## src/include/icache_consts.svh

```systemverilog
`ifndef ICACHE_CONSTS_SVH
`define ICACHE_CONSTS_SVH

// word address and instruction word
`define ADDR_W 16
`define DATA_W 32

// address split: index in the low bits, tag above it
`define INDEX_W 4
`define TAG_W 12

// one word per line
`define LINES 16

// cycles from a memory request to its response strobe, at least 2
`define MEM_LAT 4

`endif

```

## src/verilog/icache_pkg.sv

```systemverilog
`include "icache_consts.svh"

package icache_pkg;

    // controller states
    typedef enum logic [1:0] {
        IDLE     = 2'd0,
        COMPARE  = 2'd1,
        ALLOCATE = 2'd2
    } icache_state_t;

    // latched fetch, also the memory request
    typedef struct packed {
        logic [`ADDR_W-1:0] addr;
    } fetch_req_t;

    // one cache line: valid + tag + data = 45 bits
    typedef struct packed {
        logic               valid;
        logic [`TAG_W-1:0]  tag;
        logic [`DATA_W-1:0] data;
    } cache_line_t;

    // loader write into instruction memory
    typedef struct packed {
        logic [`ADDR_W-1:0] addr;
        logic [`DATA_W-1:0] data;
    } mem_load_t;

endpackage

```

## src/verilog/icache_ctrl.sv

```systemverilog
`timescale 1ns/1ps
`include "icache_consts.svh"

module icache_ctrl (
    input  logic                    clk,
    input  logic                    rst,
    // fetch requester
    input  logic                    cpu_req_valid,
    input  logic [`ADDR_W-1:0]      cpu_req_addr,
    output logic                    cpu_ready,
    output logic [`DATA_W-1:0]      cpu_data,
    // line storage
    output logic [`INDEX_W-1:0]     rd_index,
    input  icache_pkg::cache_line_t rd_line,
    output logic                    fill_en,
    output logic [`INDEX_W-1:0]     fill_index,
    output icache_pkg::cache_line_t fill_line,
    // instruction memory
    output logic                    mem_req_valid,
    output icache_pkg::fetch_req_t  mem_req,
    input  logic                    mem_resp_valid,
    input  logic [`DATA_W-1:0]      mem_resp_data
);

    import icache_pkg::*;

    icache_state_t state_q;
    icache_state_t state_d;
    fetch_req_t    req_q;

    logic [`INDEX_W-1:0] req_index;
    logic [`TAG_W-1:0]   req_tag;
    logic                hit;

    assign req_index = req_q.addr[`INDEX_W-1:0];
    assign req_tag   = req_q.addr[`ADDR_W-1:`INDEX_W];

    // rd_line holds the line read at the previous edge
    assign hit = rd_line.valid && (rd_line.tag == req_tag);

    always_ff @(posedge clk)
    begin
        if (rst)
        begin
            state_q <= IDLE;
        end
        else
        begin
            state_q <= state_d;
        end
    end

    // request is only captured on acceptance
    always_ff @(posedge clk)
    begin
        if (state_q == IDLE && cpu_req_valid)
        begin
            req_q.addr <= cpu_req_addr;
        end
    end

    always_comb
    begin
        state_d = state_q;
        case (state_q)
            IDLE:
            begin
                if (cpu_req_valid)
                begin
                    state_d = COMPARE;
                end
            end
            COMPARE:
            begin
                if (hit)
                begin
                    state_d = IDLE;
                end
                else
                begin
                    state_d = ALLOCATE;
                end
            end
            ALLOCATE:
            begin
                // fill and re-read happen on the response edge
                if (mem_resp_valid)
                begin
                    state_d = COMPARE;
                end
            end
            default:
            begin
                state_d = IDLE;
            end
        endcase
    end

    // index straight from the port while idle, so a hit takes one cycle
    assign rd_index = (state_q == IDLE) ? cpu_req_addr[`INDEX_W-1:0] : req_index;

    assign cpu_ready = (state_q == COMPARE) && hit;
    assign cpu_data  = rd_line.data;

    assign mem_req_valid = (state_q == ALLOCATE);
    assign mem_req       = req_q;

    assign fill_en         = (state_q == ALLOCATE) && mem_resp_valid;
    assign fill_index      = req_index;
    assign fill_line.valid = 1'b1;
    assign fill_line.tag   = req_tag;
    assign fill_line.data  = mem_resp_data;

endmodule

```

## config.mk

```make
export PLATFORM = sky130hd
export DESIGN_NAME = icache_ctrl
export DESIGN_NICKNAME = d
export VERILOG_FILES = /design/src/verilog/icache_pkg.sv /design/src/verilog/icache_ctrl.sv
export VERILOG_INCLUDE_DIRS = /design/src /design/src/include
export SDC_FILE = /design/constraint.sdc
export NUM_CORES = 1
export LEC_CHECK = 0
export BUFFER_PORTS_ARGS = -buffer_cell sky130_fd_sc_hd__buf_2
export CAP_MARGIN = 20
export CORE_AREA = 3 3 76 78
export DETAILED_ROUTE_END_ITERATION = 16
export DIE_AREA = 0 0 79 81
export PLACE_DENSITY = 0.7
export SYNTH_ARGS = -nofsm -noshare
export SYNTH_HDL_FRONTEND = slang
export SYNTH_SLANG_ARGS = --single-unit
```

## constraint.sdc

```tcl
create_clock -name clk -period 4.35 [get_ports clk]
set_clock_uncertainty 0.1 [all_clocks]
set_input_delay 0.87 -clock clk [delete_from_list [all_inputs] [get_ports clk]]
set_output_delay 0.87 -clock clk [all_outputs]
set_load 0.1 [all_outputs]
```

==> out/results.tsv <==
metric	value	unit
status	complete, no violations	
ranking of synthesized cells by area	buf_4, edfxtp_1, xnor2_1	
area leader, netlist	buf_4	
initial antenna violation count	0	
full die area	6400	um2
Final Wtd Congestion	0.718	
clock root cell	clkbuf_8	
worst hold slack	388	ps
Async SR Flop Fraction	0	%
Synthesis Warnings	0	
#FFs+latches synth	18	
Max FO, Critical Path	2	
Fin Setup TNS	0	ps
hold wc startpoint	state_q[0]$_SDFFE_PP0P_	
unique cell type count in the Yosys netlist	18	
Worst setup startpoint	rd_line[38]	
Final #Nets	223	
Synth Area per Inst	10.6	um2
Syn Nets	228	
P&R area growth vs syn	-8.67	%
Max-Cap Viols	0	
CTS max path bufs	2	
standard-cell rows	26	
DP Wirelength	2940	um
Worst slew margin	53.7	%
final setup margin	935	ps
post-DR wirelength/cell	17.1	um
pre-CTS setup slack	898	ps
postcts setup bufs	0	
Global Route Usage Sum	9.68	%
Fin. Hold Viols	0	
clk_lat worst skew	250	ps
Pwr Total	587	uW
most common cell in the netlist	buf_4	
PostCTS Resize Cnt	0	
CP Launch Type	primary input	
vias in the first global route	744	
Commonest cells post-synth	buf_4, edfxtp_1, xnor2_1	
CP Capture Type	primary output	
fin. max-slew vios	0	
DRC	0	
Synth Instances	131	
VDD IR max	0.237	mV
Diodes inserted	0	
Starting Density	26.9	%
EDFF count, synth	16	
Clock transition at path regs	70	ps
DR pass1 iterations	2	
Via Count	772	
Worst Max-Slew Pin Slew	695	ps
first-pass GRT wire length	4500	um
RSZ-0062 raised after global routing	no	
worst hold path class	reg -> reg	
Port-buffer cells	71	
share of cells above drive strength 1	64.0	%
Synth Cell Area	1390	um2
die width	79	um
fmax	0.293	GHz
Core Util, Final	24.6	%
violation count after the first detailed-route iteration	10	
CTS Sinks	18	
routed wire length	3340	um
Synth top area share	43.9	%
crit share post-route	78.5	%
# hold bufs at CTS	0	
TritonCTS Buffers	3	
Critical Path RT	3380	ps
core area	5140	um2
leakage power	0.000549	uW
H-tree levels	1	
Die H	81	um
CP arrival	2450	ps
Post-DRT Antenna Nets	0	
grt ovf	0	
sequential fraction of the synthesis area	37.6	%
Tmin final	3420	ps
DR vias/cell	3.96	
r2r startpoint	state_q[1]$_SDFFE_PP0P_	
Setup Viol. Count Final	0	
Layout fillers	571	
PD cells	464	nW/um2
top_reg_cell synth	edfxtp_1	
CTS tree	built	
I/O pins	201	
Worst Setup Path Type	in -> out	
largest net degree at the start of global routing	17	
[flip-flops by register name (all words and copies together) (netlist names)]
name / flops
mem_req: 16
state_q: 2
[placed cells by master, fill, tap and decap left out, drive strengths merged]
master / synthesis / routed
or4: 1 / 1
xnor2: 12 / 12
nor3b: 2 / 2
clkbuf: 0 / 3
conb: 1 / 1
clkinv: 0 / 1
nor2: 2 / 2
nor3: 1 / 1
and2: 2 / 2
nand2: 1 / 1
a22o: 1 / 1
mux2: 4 / 4
edfxtp: 16 / 16
nand3: 1 / 1
nor2b: 1 / 1
nand4: 2 / 2
buf: 81 / 71
mux2i: 1 / 1
dfxtp: 2 / 2
[worst max-delay path, cell delays in order]
cell     delay, ps
buf_2          100
xnor2_1        190
nand4_1        120
or4_4          540
nor3b_2        170
buf_2          440
[routing by layer]
metal / share of wire [%] / wire length, um / GRT usage (%)
met5: 0 / 0 / 0
met4: 6.0 / 200 / 8.76
met3: 19 / 645 / 4.21
met2: 50 / 1660 / 17.4
met1: 25 / 840 / 7.93
[per-stage QoR]
stage | instance area, um2 | cells
after detailed placement | 1220 | 191
after global routing | 1260 | 195
final | 1260 | 195
after CTS | 1260 | 195
after floorplan | 1390 | 131
after global placement | 1220 | 191
[logic make-up (layout without fill, tap and decap cells)]
family,Yosys count,after routing,share of synthesized area (%)
AOI/OAI and AO/OA,1,1,0.632
xor gates and xnor gates,12,12,7.59
buffers and inverters,81,75,43.9
DFF,18,18,37.6
muxes,5,5,3.97
other,1,1,0.271
and+or+nand+nor,13,13,6.05
[report_power, final]
group          total [uW]  internal, uW  switching [uW]  leakage (uW)
combinational         255          41.7             213      0.000356
sequential            214           203            11.0      0.000169
clock                 118          62.7            54.8     0.0000231
total                 587           308             279      0.000549
[area by class of cell]
class	count	area (um2)	share of cell area, %
clock buffers	3	41.3	3.26
clock inverters	1	3.75	0.297
multi-input cells	32	256	20.3
flip-flops and latches	18	520	41.1
well taps	70	87.6	6.92
repair buffers	71	355	28.1
[worst paths after layout]
kind	cells past startpoint	slack (ps)	end
worst max-delay path	6	930	cpu_ready
worst min-delay path	1	390	state_q[0]$_SDFFE_PP0P_
worst max register to register	2	2550	mem_req[10]$_DFFE_PP_
worst min register to register	1	390	state_q[0]$_SDFFE_PP0P_
Note: power is estimated with default switching activity, not from simulation.
