--- src/include/icache_consts.svh ---
`ifndef ICACHE_CONSTS_SVH
`define ICACHE_CONSTS_SVH

// word address and instruction word
`define ADDR_W 16
`define DATA_W 32

// address split: index in the low bits, tag above it
`define INDEX_W 4
`define TAG_W 12

// one word per line
`define LINES 16

// cycles from a memory request to its response strobe, at least 2
`define MEM_LAT 4

`endif

--- src/verilog/icache_pkg.sv ---
`include "icache_consts.svh"

package icache_pkg;

    // controller states
    typedef enum logic [1:0] {
        IDLE     = 2'd0,
        COMPARE  = 2'd1,
        ALLOCATE = 2'd2
    } icache_state_t;

    // latched fetch, also the memory request
    typedef struct packed {
        logic [`ADDR_W-1:0] addr;
    } fetch_req_t;

    // one cache line: valid + tag + data = 45 bits
    typedef struct packed {
        logic               valid;
        logic [`TAG_W-1:0]  tag;
        logic [`DATA_W-1:0] data;
    } cache_line_t;

    // loader write into instruction memory
    typedef struct packed {
        logic [`ADDR_W-1:0] addr;
        logic [`DATA_W-1:0] data;
    } mem_load_t;

endpackage

--- src/verilog/icache_array.sv ---
`timescale 1ns/1ps
`include "icache_consts.svh"

module icache_array (
    input  logic                    clk,
    input  logic                    rst,
    input  logic [`INDEX_W-1:0]     rd_index,
    output icache_pkg::cache_line_t rd_line,
    input  logic                    fill_en,
    input  logic [`INDEX_W-1:0]     fill_index,
    input  icache_pkg::cache_line_t fill_line
);

    logic [`LINES-1:0] valid_q;
    logic [`TAG_W-1:0]  tag_mem  [`LINES];
    logic [`DATA_W-1:0] data_mem [`LINES];

    // valid bits are the only state cleared by reset
    always_ff @(posedge clk)
    begin
        if (rst)
        begin
            valid_q <= '0;
        end
        else if (fill_en)
        begin
            valid_q[fill_index] <= fill_line.valid;
        end
    end

    always_ff @(posedge clk)
    begin
        if (fill_en)
        begin
            tag_mem[fill_index]  <= fill_line.tag;
            data_mem[fill_index] <= fill_line.data;
        end
    end

    // registered read, a fill to the same index is forwarded
    // so the re-read after a miss sees the new line
    always_ff @(posedge clk)
    begin
        if (fill_en && (fill_index == rd_index))
        begin
            rd_line <= fill_line;
        end
        else
        begin
            rd_line.valid <= valid_q[rd_index];
            rd_line.tag   <= tag_mem[rd_index];
            rd_line.data  <= data_mem[rd_index];
        end
    end

endmodule

--- config.mk ---
export PLATFORM = sky130hd
export DESIGN_NAME = icache_array
export DESIGN_NICKNAME = d
export VERILOG_FILES = /design/src/verilog/icache_pkg.sv /design/src/verilog/icache_array.sv
export VERILOG_INCLUDE_DIRS = /design/src /design/src/include
export SDC_FILE = /design/constraint.sdc
export NUM_CORES = 1
export LEC_CHECK = 0
export CORE_UTILIZATION = 63
export CTS_CLUSTER_SIZE = 8
export DETAILED_ROUTE_END_ITERATION = 16
export DONT_BUFFER_PORTS = 1
export GPL_TIMING_DRIVEN = 0
export HOLD_SLACK_MARGIN = 0.05
export PLACE_DENSITY = 0.8
export SLEW_MARGIN = 20
export SYNTH_ARGS = -nofsm -noshare
export SYNTH_HDL_FRONTEND = slang
export SYNTH_SLANG_ARGS = --single-unit
--- constraint.sdc ---
create_clock -name clk -period 5.65 [get_ports clk]
set_clock_uncertainty 0.1 [all_clocks]
set_input_delay 0.2825 -clock clk [delete_from_list [all_inputs] [get_ports clk]]
set_output_delay 0.2825 -clock clk [all_outputs]
set_load 0.01 [all_outputs]
==> impl_metrics.csv, run 1 <==
group,metric,value,unit
outcome,outcome,"finished clean",
clocking,clkTransAtPathRegs,50,ps
sta,worst_hold_slack,130,ps
route,drcViolationCount,0,
clocking,cts_root_buf,"clkbuf_16",
placed_design,placed_cell_area,29200,sq um
global_route,antenna_found_initial,5,
synthesis,synthMuxAreaShare,0.188,
placed_design,gp_congestion,0.817,
global_route,grt_overflow,0,
synthesis,synthesis.nets,1138,
finish,drive_above_1_share,0.325,
worst_setup_path,critical-path-max-stage-delay,780,ps
clocking,ctsResizeCount,0,
sta,worst_slew_pin_slew,993,ps
finish,fin_area,32400,sq um
floorplanning,core-area,43100,sq um
sta,min_period_over_period,0.661,
sta,final.min_clock_period,3740,ps
global_route,grt_pass1_vias,13900,
synthesis,yosysWarnings,0,
synthesis,ys_ff_latch,725,
min_path,worstHoldPathCells,1,
global_route,grt_pass1_wl,94300,um
floorplanning,initial_utilization,0.638,
synthesis,syn_area,27500,sq um
power_and_ir_drop,max-vdd-ir-drop,0.311,mV
min_path,min_from,"rd_index[0]",
sta,setup_viol,0,
global_route,grt_max_degree,21,
placed_design,dp_cells,1723,
worst_setup_path,worstReg2RegStart,"valid_q[6]$_SDFFE_PP0P_",
min_path,hp-class,"input pin to flop",
floorplanning,rows,76,
worst_setup_path,startpoint_type,"flop",
clocking,clk_latency,610,ps
synthesis,synth_compound_gate_area_share,0.00437,
sta,hold_violations,0,
clocking,cts_tree,"done",
sta,slew_viol_final,0,
worst_setup_path,cpMaxStageDelayCell,"clkbuf_1",
route,initialDrtViolationCount,1716,
sta,grt_setup_unrepaired,"false",
global_route,grt_usage,0.309,
route,vias_per_cell,6.90,
route,first_pass_iters,6,
placed_design,port_buffers,0,
clocking,clkSinkCount,725,
placed_design,dp_hpwl,38000,um
synthesis,syn_inst,1082,
worst_setup_path,reg2reg_to,"rd_line[44]$_DFF_P_",
route,drt-total-wl,65900,um
worst_setup_path,worst-endpoint-arrival,3350,ps
clocking,cts_buffers,100,
floorplanning,dieArea,44400,sq um
synthesis,ys_seq_area_frac,0.785,
synthesis,synthAdderAreaFrac,0,
job,max-cap-violations,0,
sta,relSlewSlack,0.338,
route,ant_nets,0,
synthesis,syn_avg_cell_area,25.4,sq um
power_and_ir_drop,cellLeakagePower,10.3,nW
worst_setup_path,cp_cell_sequence,"clkbuf_1 -> buf_2 -> clkbuf_1 -> mux4_2 -> mux4_2",
synthesis,ys_types,23,
worst_setup_path,end_kind,"output port",
worst_setup_path,cp_num_cells,5,
route,wl_per_cell,34.8,um
synthesis,synth_xor_area_frac,0.00128,
floorplanning,top_level_ports,101,
worst_setup_path,crit_path_max_fanout,10,
route,via_count,13100,
sta,max_clock_freq,268,MHz
floorplanning,die_h,211,um
finish,finalNetCount,1349,
floorplanning,die_w,211,um
finish,syn_to_final_growth,18.1,%
synthesis,synthSimpleGateAreaFrac,0.00656,
worst_setup_path,rrSetupSlack,3840,ps
power_and_ir_drop,p_per_area,368,nW/um^2
synthesis,synth_top_family_by_area,"multiplexers",
worst_setup_path,cp.buffers_inverters,3,
worst_setup_path,worstPathRequired,5270,ps
worst_setup_path,cp_top_family,"buffers and inverters",
worst_setup_path,path_class,"flop to output port",
finish,final_cells,1896,
clocking,h-tree-depth,3,
clocking,clk_path_buf_depth,3,
worst_setup_path,rr_worst_depth,3,
## cell usage after synthesis, drive strengths merged
cell	instances	area share
a21oi	12	0.0022
buf	38	0.012
clkbuf	20	0.0028
dfxtp	21	0.015
edfxtp	704	0.77
mux2	1	0.00041
mux2i	4	0.0015
mux4	225	0.19
nand2	13	0.0018
nand2b	2	0.00046
nand3	2	0.00036
nand3b	2	0.00055
nor2	16	0.0022
nor3	5	0.00091
o21ai	12	0.0022
or3b	1	0.00032
xnor2	1	0.00032
xor2	3	0.00096
## cell usage in the layout (no fill, tap or decap), drive strengths merged
cell,instances
o21ai,12
a21oi,12
nor3,5
edfxtp,704
mux2i,4
nand3b,2
or3b,1
dlygate4sd3,53
diode,4
nand2,13
nand3,2
clkbuf,139
dfxtp,21
nand2b,2
mux2,1
xor2,3
mux4,225
buf,90
xnor2,1
nor2,16
clkinv,1
## how the worst max path moves through the flow
stage / start / to / slack (ps)
final: flop / rd_line[12] / 1910
after global routing: flop / rd_line[12] / 1870
after CTS: flop / rd_line[12] / 1930
after detailed placement: flop / rd_line[34] / 2640
after global placement: fill_index[0] / valid_q[0]$_SDFFE_PP0P_ / -3150
after floorplan: fill_index[0] / valid_q[0]$_SDFFE_PP0P_ / 1000
## metal layers
layer | vias up | routed length (um) | GRT usage
li1 | 5119 | - | -
met1 | 6897 | 23600 | 0.413
met2 | 886 | 33600 | 0.507
met3 | 173 | 6510 | 0.0718
met4 | 2 | 2150 | 0.115
met5 | - | 15 | 0
## through the flow
| step | utilization | power, mW | setup TNS (ps) | setup slack (ps) |
|---|---|---|---|---|
| finish | 0.753 | 11.9 | 0 | 1910 |
| global route | 0.753 | 12.2 | 0 | 1870 |
| global placement | 0.655 | 6.63 | -509200 | -3150 |
| CTS | 0.753 | 12.0 | 0 | 1930 |
| floorplan | - | 6.49 | 0 | 996 |
| detailed placement | 0.678 | 6.67 | 0 | 2640 |
## cell families (layout without fill, tap and decap cells)
logic type | after synthesis | count (layout)
and+or+nand+nor | 41 | 41
muxes | 230 | 230
buffers and inverters | 58 | 283
AOI/OAI and AO/OA | 24 | 24
DFF | 725 | 725
xor gates and xnor gates | 4 | 4
other | 0 | 4
## worst reg2reg max path: stages (launching register included)
cell and delay (ps):
dfxtp_1 340, mux4_2 480, mux4_2 510, mux2_2 280
## registers in the layout, indices dropped and copies added, names as in the netlist, named ones only
| name | flops |
|---|---|
| rd_line | 1 |
| tag_mem | 192 |
| data_mem | 512 |
| valid_q | 16 |
## final cells by class
cell class,count,area [sq um]
sequential,725,21600
fill,2168,10600
multi-input combinational,299,5610
clock buffer,115,2670
timing repair buffer,109,1440
tap,585,732
buffer,58,408
antenna,4,10.0
clock inverter,1,5.00
## what timing repair did
action / 4_1_cts / 5_1_grt
hold buffers: 53 / 0
endpoints found under the hold margin: 717 / 0
buffers inserted: 0 / 0
## power breakdown
group	leakage [nW]	switching [mW]	internal, mW	total, mW
Combinational	2.45	0.346	0.269	0.615
Clock	1.31	2.02	3.24	5.25
Sequential	6.53	0.0315	6.02	6.05
Power figures use the tool's default switching activity.
==> run 2, diff against run 1 <==
clock period = 3.9 ns   (was 5.65 ns; I/O delays follow)
==> run 2 against run 1 <==
Die area is the same. Flip-flop and latch count is the same. Combinational power grew 44%. Sequential power grew 45%.
==> impl_metrics.csv, run 2 (same netlist as run 1, synthesis figures left out) <==
group,metric,value,unit
worst_setup_path,path_class,"flop to output port",
placed_design,placed_cell_area,29100,sq um
clocking,postCtsSetupBuffers,0,
clocking,clkSinkCount,725,
worst_setup_path,rrSetupSlack,1540,ps
floorplanning,core-area,43100,sq um
placed_design,port_buffers,0,
floorplanning,dieArea,44400,sq um
finish,drive_above_1_share,0.317,
clocking,clk_latency,610,ps
worst_setup_path,startpoint_type,"flop",
worst_setup_path,worstPathRequired,3610,ps
clocking,clkTransAtPathRegs,50,ps
power_and_ir_drop,cellLeakagePower,10.2,nW
min_path,min_from,"rd_index[0]",
floorplanning,initial_utilization,0.638,
sta,final.min_clock_period,3730,ps
worst_setup_path,rr_worst_depth,4,
sta,min_period_over_period,0.955,
floorplanning,rows,76,
finish,largest_register_ffs,512,
route,via_count,13100,
sta,worst_slew_pin_slew,1070,ps
route,initialDrtViolationCount,1711,
power_and_ir_drop,p_per_area,533,nW/um^2
global_route,grt_overflow,0,
sta,setup_slack,174,ps
route,drt-total-wl,64400,um
worst_setup_path,cp.buffers_inverters,3,
clocking,clk_path_buf_depth,3,
global_route,grt_pass1_wl,93600,um
floorplanning,die_w,211,um
sta,max_clock_freq,268,MHz
route,ant_nets,0,
sta,slew_viol_final,0,
finish,fin_area,32300,sq um
route,drcViolationCount,0,
placed_design,place_ws,938,ps
clocking,h-tree-depth,3,
placed_design,gp_congestion,0.798,
route,wl_per_cell,34.0,um
power_and_ir_drop,power,17.2,mW
sta,setup_viol,0,
finish,top_register,"data_mem",
worst_setup_path,worst-endpoint-arrival,3430,ps
clocking,cts_root_buf,"clkbuf_16",
job,max-cap-violations,0,
route,first_pass_iters,5,
worst_setup_path,crit_path_max_fanout,10,
finish,reg_top3,"data_mem (512), tag_mem (192), valid_q (16)",
global_route,grt_max_degree,22,
route,vias_per_cell,6.91,
global_route,antenna_found_initial,1,
sta,hold_violations,0,
finish,mostFrequentLayoutCells,"edfxtp_1 (704), mux4_2 (213), clkbuf_16 (102)",
clocking,cts_tree,"done",
min_path,worstHoldPathCells,1,
worst_setup_path,reg2reg_to,"rd_line[44]$_DFF_P_",
floorplanning,die_h,211,um
sta,relSlewSlack,0.285,
clocking,cts_buffers,100,
finish,nFillCells,2166,
outcome,outcome,"finished clean",
worst_setup_path,worstReg2RegStart,"valid_q[12]$_SDFFE_PP0P_",
worst_setup_path,critical-path-max-stage-delay,810,ps
floorplanning,top_level_ports,101,
global_route,grt_pass1_vias,14000,
clocking,cts_hold_buf,53,
placed_design,dp_hpwl,36900,um
finish,syn_to_final_growth,17.7,%
worst_setup_path,cp_top_family,"buffers and inverters",
worst_setup_path,cpMaxStageDelayCell,"clkbuf_1",
finish,finalNetCount,1340,
worst_setup_path,cp_cell_sequence,"clkbuf_1 -> buf_2 -> clkbuf_1 -> mux4_2 -> mux4_2",
global_route,grt_usage,0.304,
worst_setup_path,end_kind,"output port",
sta,setup_tns,0,ps
min_path,hp-class,"input pin to flop",
finish,final_common_cell,"edfxtp_1",
clocking,ctsResizeCount,0,
sta,grt_setup_unrepaired,"false",
power_and_ir_drop,max-vdd-ir-drop,0.525,mV
==> run 2: cell types whose count changed in the layout (fill, tap and decap cells not counted), sizes merged <==
cell,delta
buf,-6
clkbuf,+4
clkinv,+1
diode,-3
inv,+4
==> run 2: worst max path at each step <==
stage | start | end | slack, ps | depth (start not counted)
6_report | flop | rd_line[12] | 170 | 5
5_1_grt | flop | rd_line[12] | 120 | 5
4_1_cts | flop | rd_line[12] | 220 | 5
3_5_place_dp | flop | rd_line[15] | 940 | 5
3_3_place_gp | fill_index[0] | valid_q[2]$_SDFFE_PP0P_ | -4410 | 4
2_1_floorplan | fill_index[0] | valid_q[2]$_SDFFE_PP0P_ | -320 | 4
==> run 2: worst reg2reg max path, cell delays in order (launching register included) <==
cell and delay [ps]:
dfxtp_1 330, mux4_2 480, mux4_2 490, mux2_2 280
dlygate4sd3_1 560
==> run 2: layout make-up <==
class | count | area, sq um | share of cell area
diodes | 1 | 2.50 | 0.0000774
clock inverters | 6 | 56.3 | 0.00174
multi-input cells | 299 | 5620 | 0.174
well taps | 585 | 732 | 0.0226
flip-flops and latches | 725 | 21600 | 0.667
clock buffers | 122 | 2630 | 0.0813
plain buffers | 58 | 404 | 0.0125
repair buffers | 100 | 1330 | 0.0412
==> run 2: metal layers <==
layer	up-vias	share of wire	global-route usage
met2	845	0.50	0.491
met3	149	0.092	0.0723
li1	5100	-	-
met4	2	0.029	0.101
met1	7012	0.38	0.416
met5	-	0.00017	0
==> run 2: metrics by stage <==
| step | utilization | hold slack (ps) | instances |
|---|---|---|---|
| global placement | 0.655 | 123 | 1667 |
| detailed placement | 0.676 | 123 | 1714 |
| global route | 0.751 | 111 | 1895 |
| floorplan | - | 123 | 1082 |
| CTS | 0.751 | 92.4 | 1895 |
| finish | 0.751 | 128 | 1896 |
==> run 2: power breakdown <==
part           switching, mW  total (mW)  internal (mW)
Sequential            0.0447        8.77           8.72
Clock                   2.96        7.60           4.63
Combinational          0.499       0.885          0.386
Total                   3.51        17.2           13.7
==> run 3, diff against run 2 <==
BUFFER_PORTS_ARGS = -buffer_cell sky130_fd_sc_hd__buf_2   (was unset)
CORE_UTILIZATION = 61   (was 63)
DONT_BUFFER_PORTS = unset   (was 1)
==> run 3 against run 2 <==
First-iteration DRC count grew 2.4%. Worst setup slack lost 67 ps. Utilization decreased by 0.85 points. Largest power group unchanged.
==> impl_metrics.csv, run 3 (same netlist as run 1, synthesis figures left out) <==
group,metric,value,unit
clocking,h-tree-depth,3,
finish,mostFrequentLayoutCells,"edfxtp_1 (704), mux4_2 (213), buf_2 (106)",
global_route,grt_overflow,0,
min_path,hold_end,"rd_line[44]$_DFF_P_",
worst_setup_path,worst-endpoint-arrival,3500,ps
outcome,outcome,"finished clean",
global_route,grt_pass1_vias,14400,
floorplanning,rows,77,
sta,relSlewSlack,0.308,
min_path,hp-class,"input pin to flop",
worst_setup_path,rr_worst_depth,3,
placed_design,gp_congestion,0.778,
global_route,antenna_found_initial,0,
sta,setup_viol,0,
floorplanning,die_h,214,um
power_and_ir_drop,power,17.4,mW
power_and_ir_drop,max-vdd-ir-drop,0.395,mV
route,initialDrtViolationCount,1752,
route,drcViolationCount,0,
route,met3_wirelength,6550,um
placed_design,dp_hpwl,38200,um
power_and_ir_drop,cellLeakagePower,10.6,nW
worst_setup_path,startpoint_type,"flop",
floorplanning,dieArea,45900,sq um
sta,setup_slack,106,ps
finish,reg_top3,"data_mem (512), tag_mem (192), valid_q (16)",
sta,min_period_over_period,0.973,
sta,worst_slew_pin_slew,1040,ps
sta,worst_hold_slack,101,ps
route,via_count,13500,
finish,largest_register_ffs,512,
placed_design,port_buffers,96,
finish,final_common_cell,"edfxtp_1",
route,wl_per_cell,33.6,um
worst_setup_path,path_class,"flop to output port",
finish,top_register,"data_mem",
finish,fin_area,32900,sq um
route,wl_met2,34900,um
floorplanning,initial_utilization,0.620,
route,routed.top_layer,"met4",
sta,max_clock_freq,264,MHz
clocking,clk_latency,630,ps
finish,nFillCells,2340,
clocking,cts_buffers,100,
clocking,cts_tree,"done",
floorplanning,core-area,44300,sq um
worst_setup_path,crit_path_max_fanout,10,
floorplanning,top_level_ports,101,
route,first_pass_iters,6,
clocking,clk_path_buf_depth,3,
worst_setup_path,reg2reg_to,"rd_line[44]$_DFF_P_",
finish,finalNetCount,1440,
finish,fin_util,0.742,
clocking,clkTransAtPathRegs,50,ps
power_and_ir_drop,p_per_area,529,nW/um^2
sta,hold_violations,0,
job,max-cap-violations,0,
route,drt-total-wl,67300,um
route,m1WireLength,23900,um
sta,final.min_clock_period,3790,ps
worst_setup_path,end_kind,"output port",
finish,drive_above_1_share,0.367,
sta,slew_viol_final,0,
min_path,min_from,"fill_index[1]",
clocking,clkSinkCount,725,
global_route,grt_max_degree,20,
route,vias_per_cell,6.75,
placed_design,place_ws,842,ps
global_route,grt_usage,0.302,
worst_setup_path,worstPathRequired,3610,ps
placed_design,placed_cell_area,29700,sq um
finish,syn_to_final_growth,19.8,%
global_route,grt_pass1_wl,97300,um
worst_setup_path,rrSetupSlack,2080,ps
sta,grt_setup_unrepaired,"false",
worst_setup_path,worstReg2RegStart,"valid_q[15]$_SDFFE_PP0P_",
route,ant_nets,0,
floorplanning,die_w,214,um
min_path,worstHoldPathCells,5,
clocking,cts_root_buf,"clkbuf_16",
==> run 3: layout make-up <==
type,count,area [sq um],area share
sequential,725,21600,0.655
buffer,58,405,0.0123
timing repair buffer,200,1860,0.0566
clock buffer,119,2590,0.0789
multi-input combinational,299,5620,0.171
antenna,1,2.50,0.0000761
clock inverter,7,106,0.00323
tap,592,741,0.0225
==> run 3: worst max-delay path by stage <==
stage | slack (ps) | to
after floorplan | -320 | valid_q[2]$_SDFFE_PP0P_
after global placement | -4540 | valid_q[3]$_SDFFE_PP0P_
after detailed placement | 840 | rd_line[18]
after CTS | 130 | rd_line[13]
after global routing | 60 | rd_line[13]
final | 110 | rd_line[13]
==> run 3: metal layers <==
layer / track usage / vias to the layer above
met3: 0.0626 / 134
li1: - / 5308
met5: 0 / -
met1: 0.396 / 7145
met2: 0.510 / 912
met4: 0.109 / 0
==> run 3: worst max-delay path, cell delays in order, from the launching register on <==
cell	delay, ps
dfxtp_1	320
clkbuf_1	290
buf_2	350
clkbuf_1	750
mux4_2	440
mux4_2	550
buf_2	170
==> run 3: timing repair <==
item	4_1_cts	5_1_grt
hold buffers	52	0
setup buffers	0	0
endpoints found under the hold margin	719	0
gates resized for setup	0	0
==> run 3: where the power goes <==
| part | internal (mW) | leakage [nW] | switching [mW] |
|---|---|---|---|
| clock network | 4.61 | 1.32 | 3.06 |
| registers | 8.72 | 6.53 | 0.0472 |
| logic | 0.440 | 2.79 | 0.524 |
| total | 13.8 | 10.6 | 3.63 |
==> run 3: stage by stage <==
| step | cells | TNS (ps) |
|---|---|---|
| detailed placement | 1821 | 0 |
| CTS | 1999 | 0 |
| global placement | 1770 | -1404340 |
| floorplan | 1082 | -24120 |
| global route | 2000 | 0 |
| finish | 2001 | 0 |
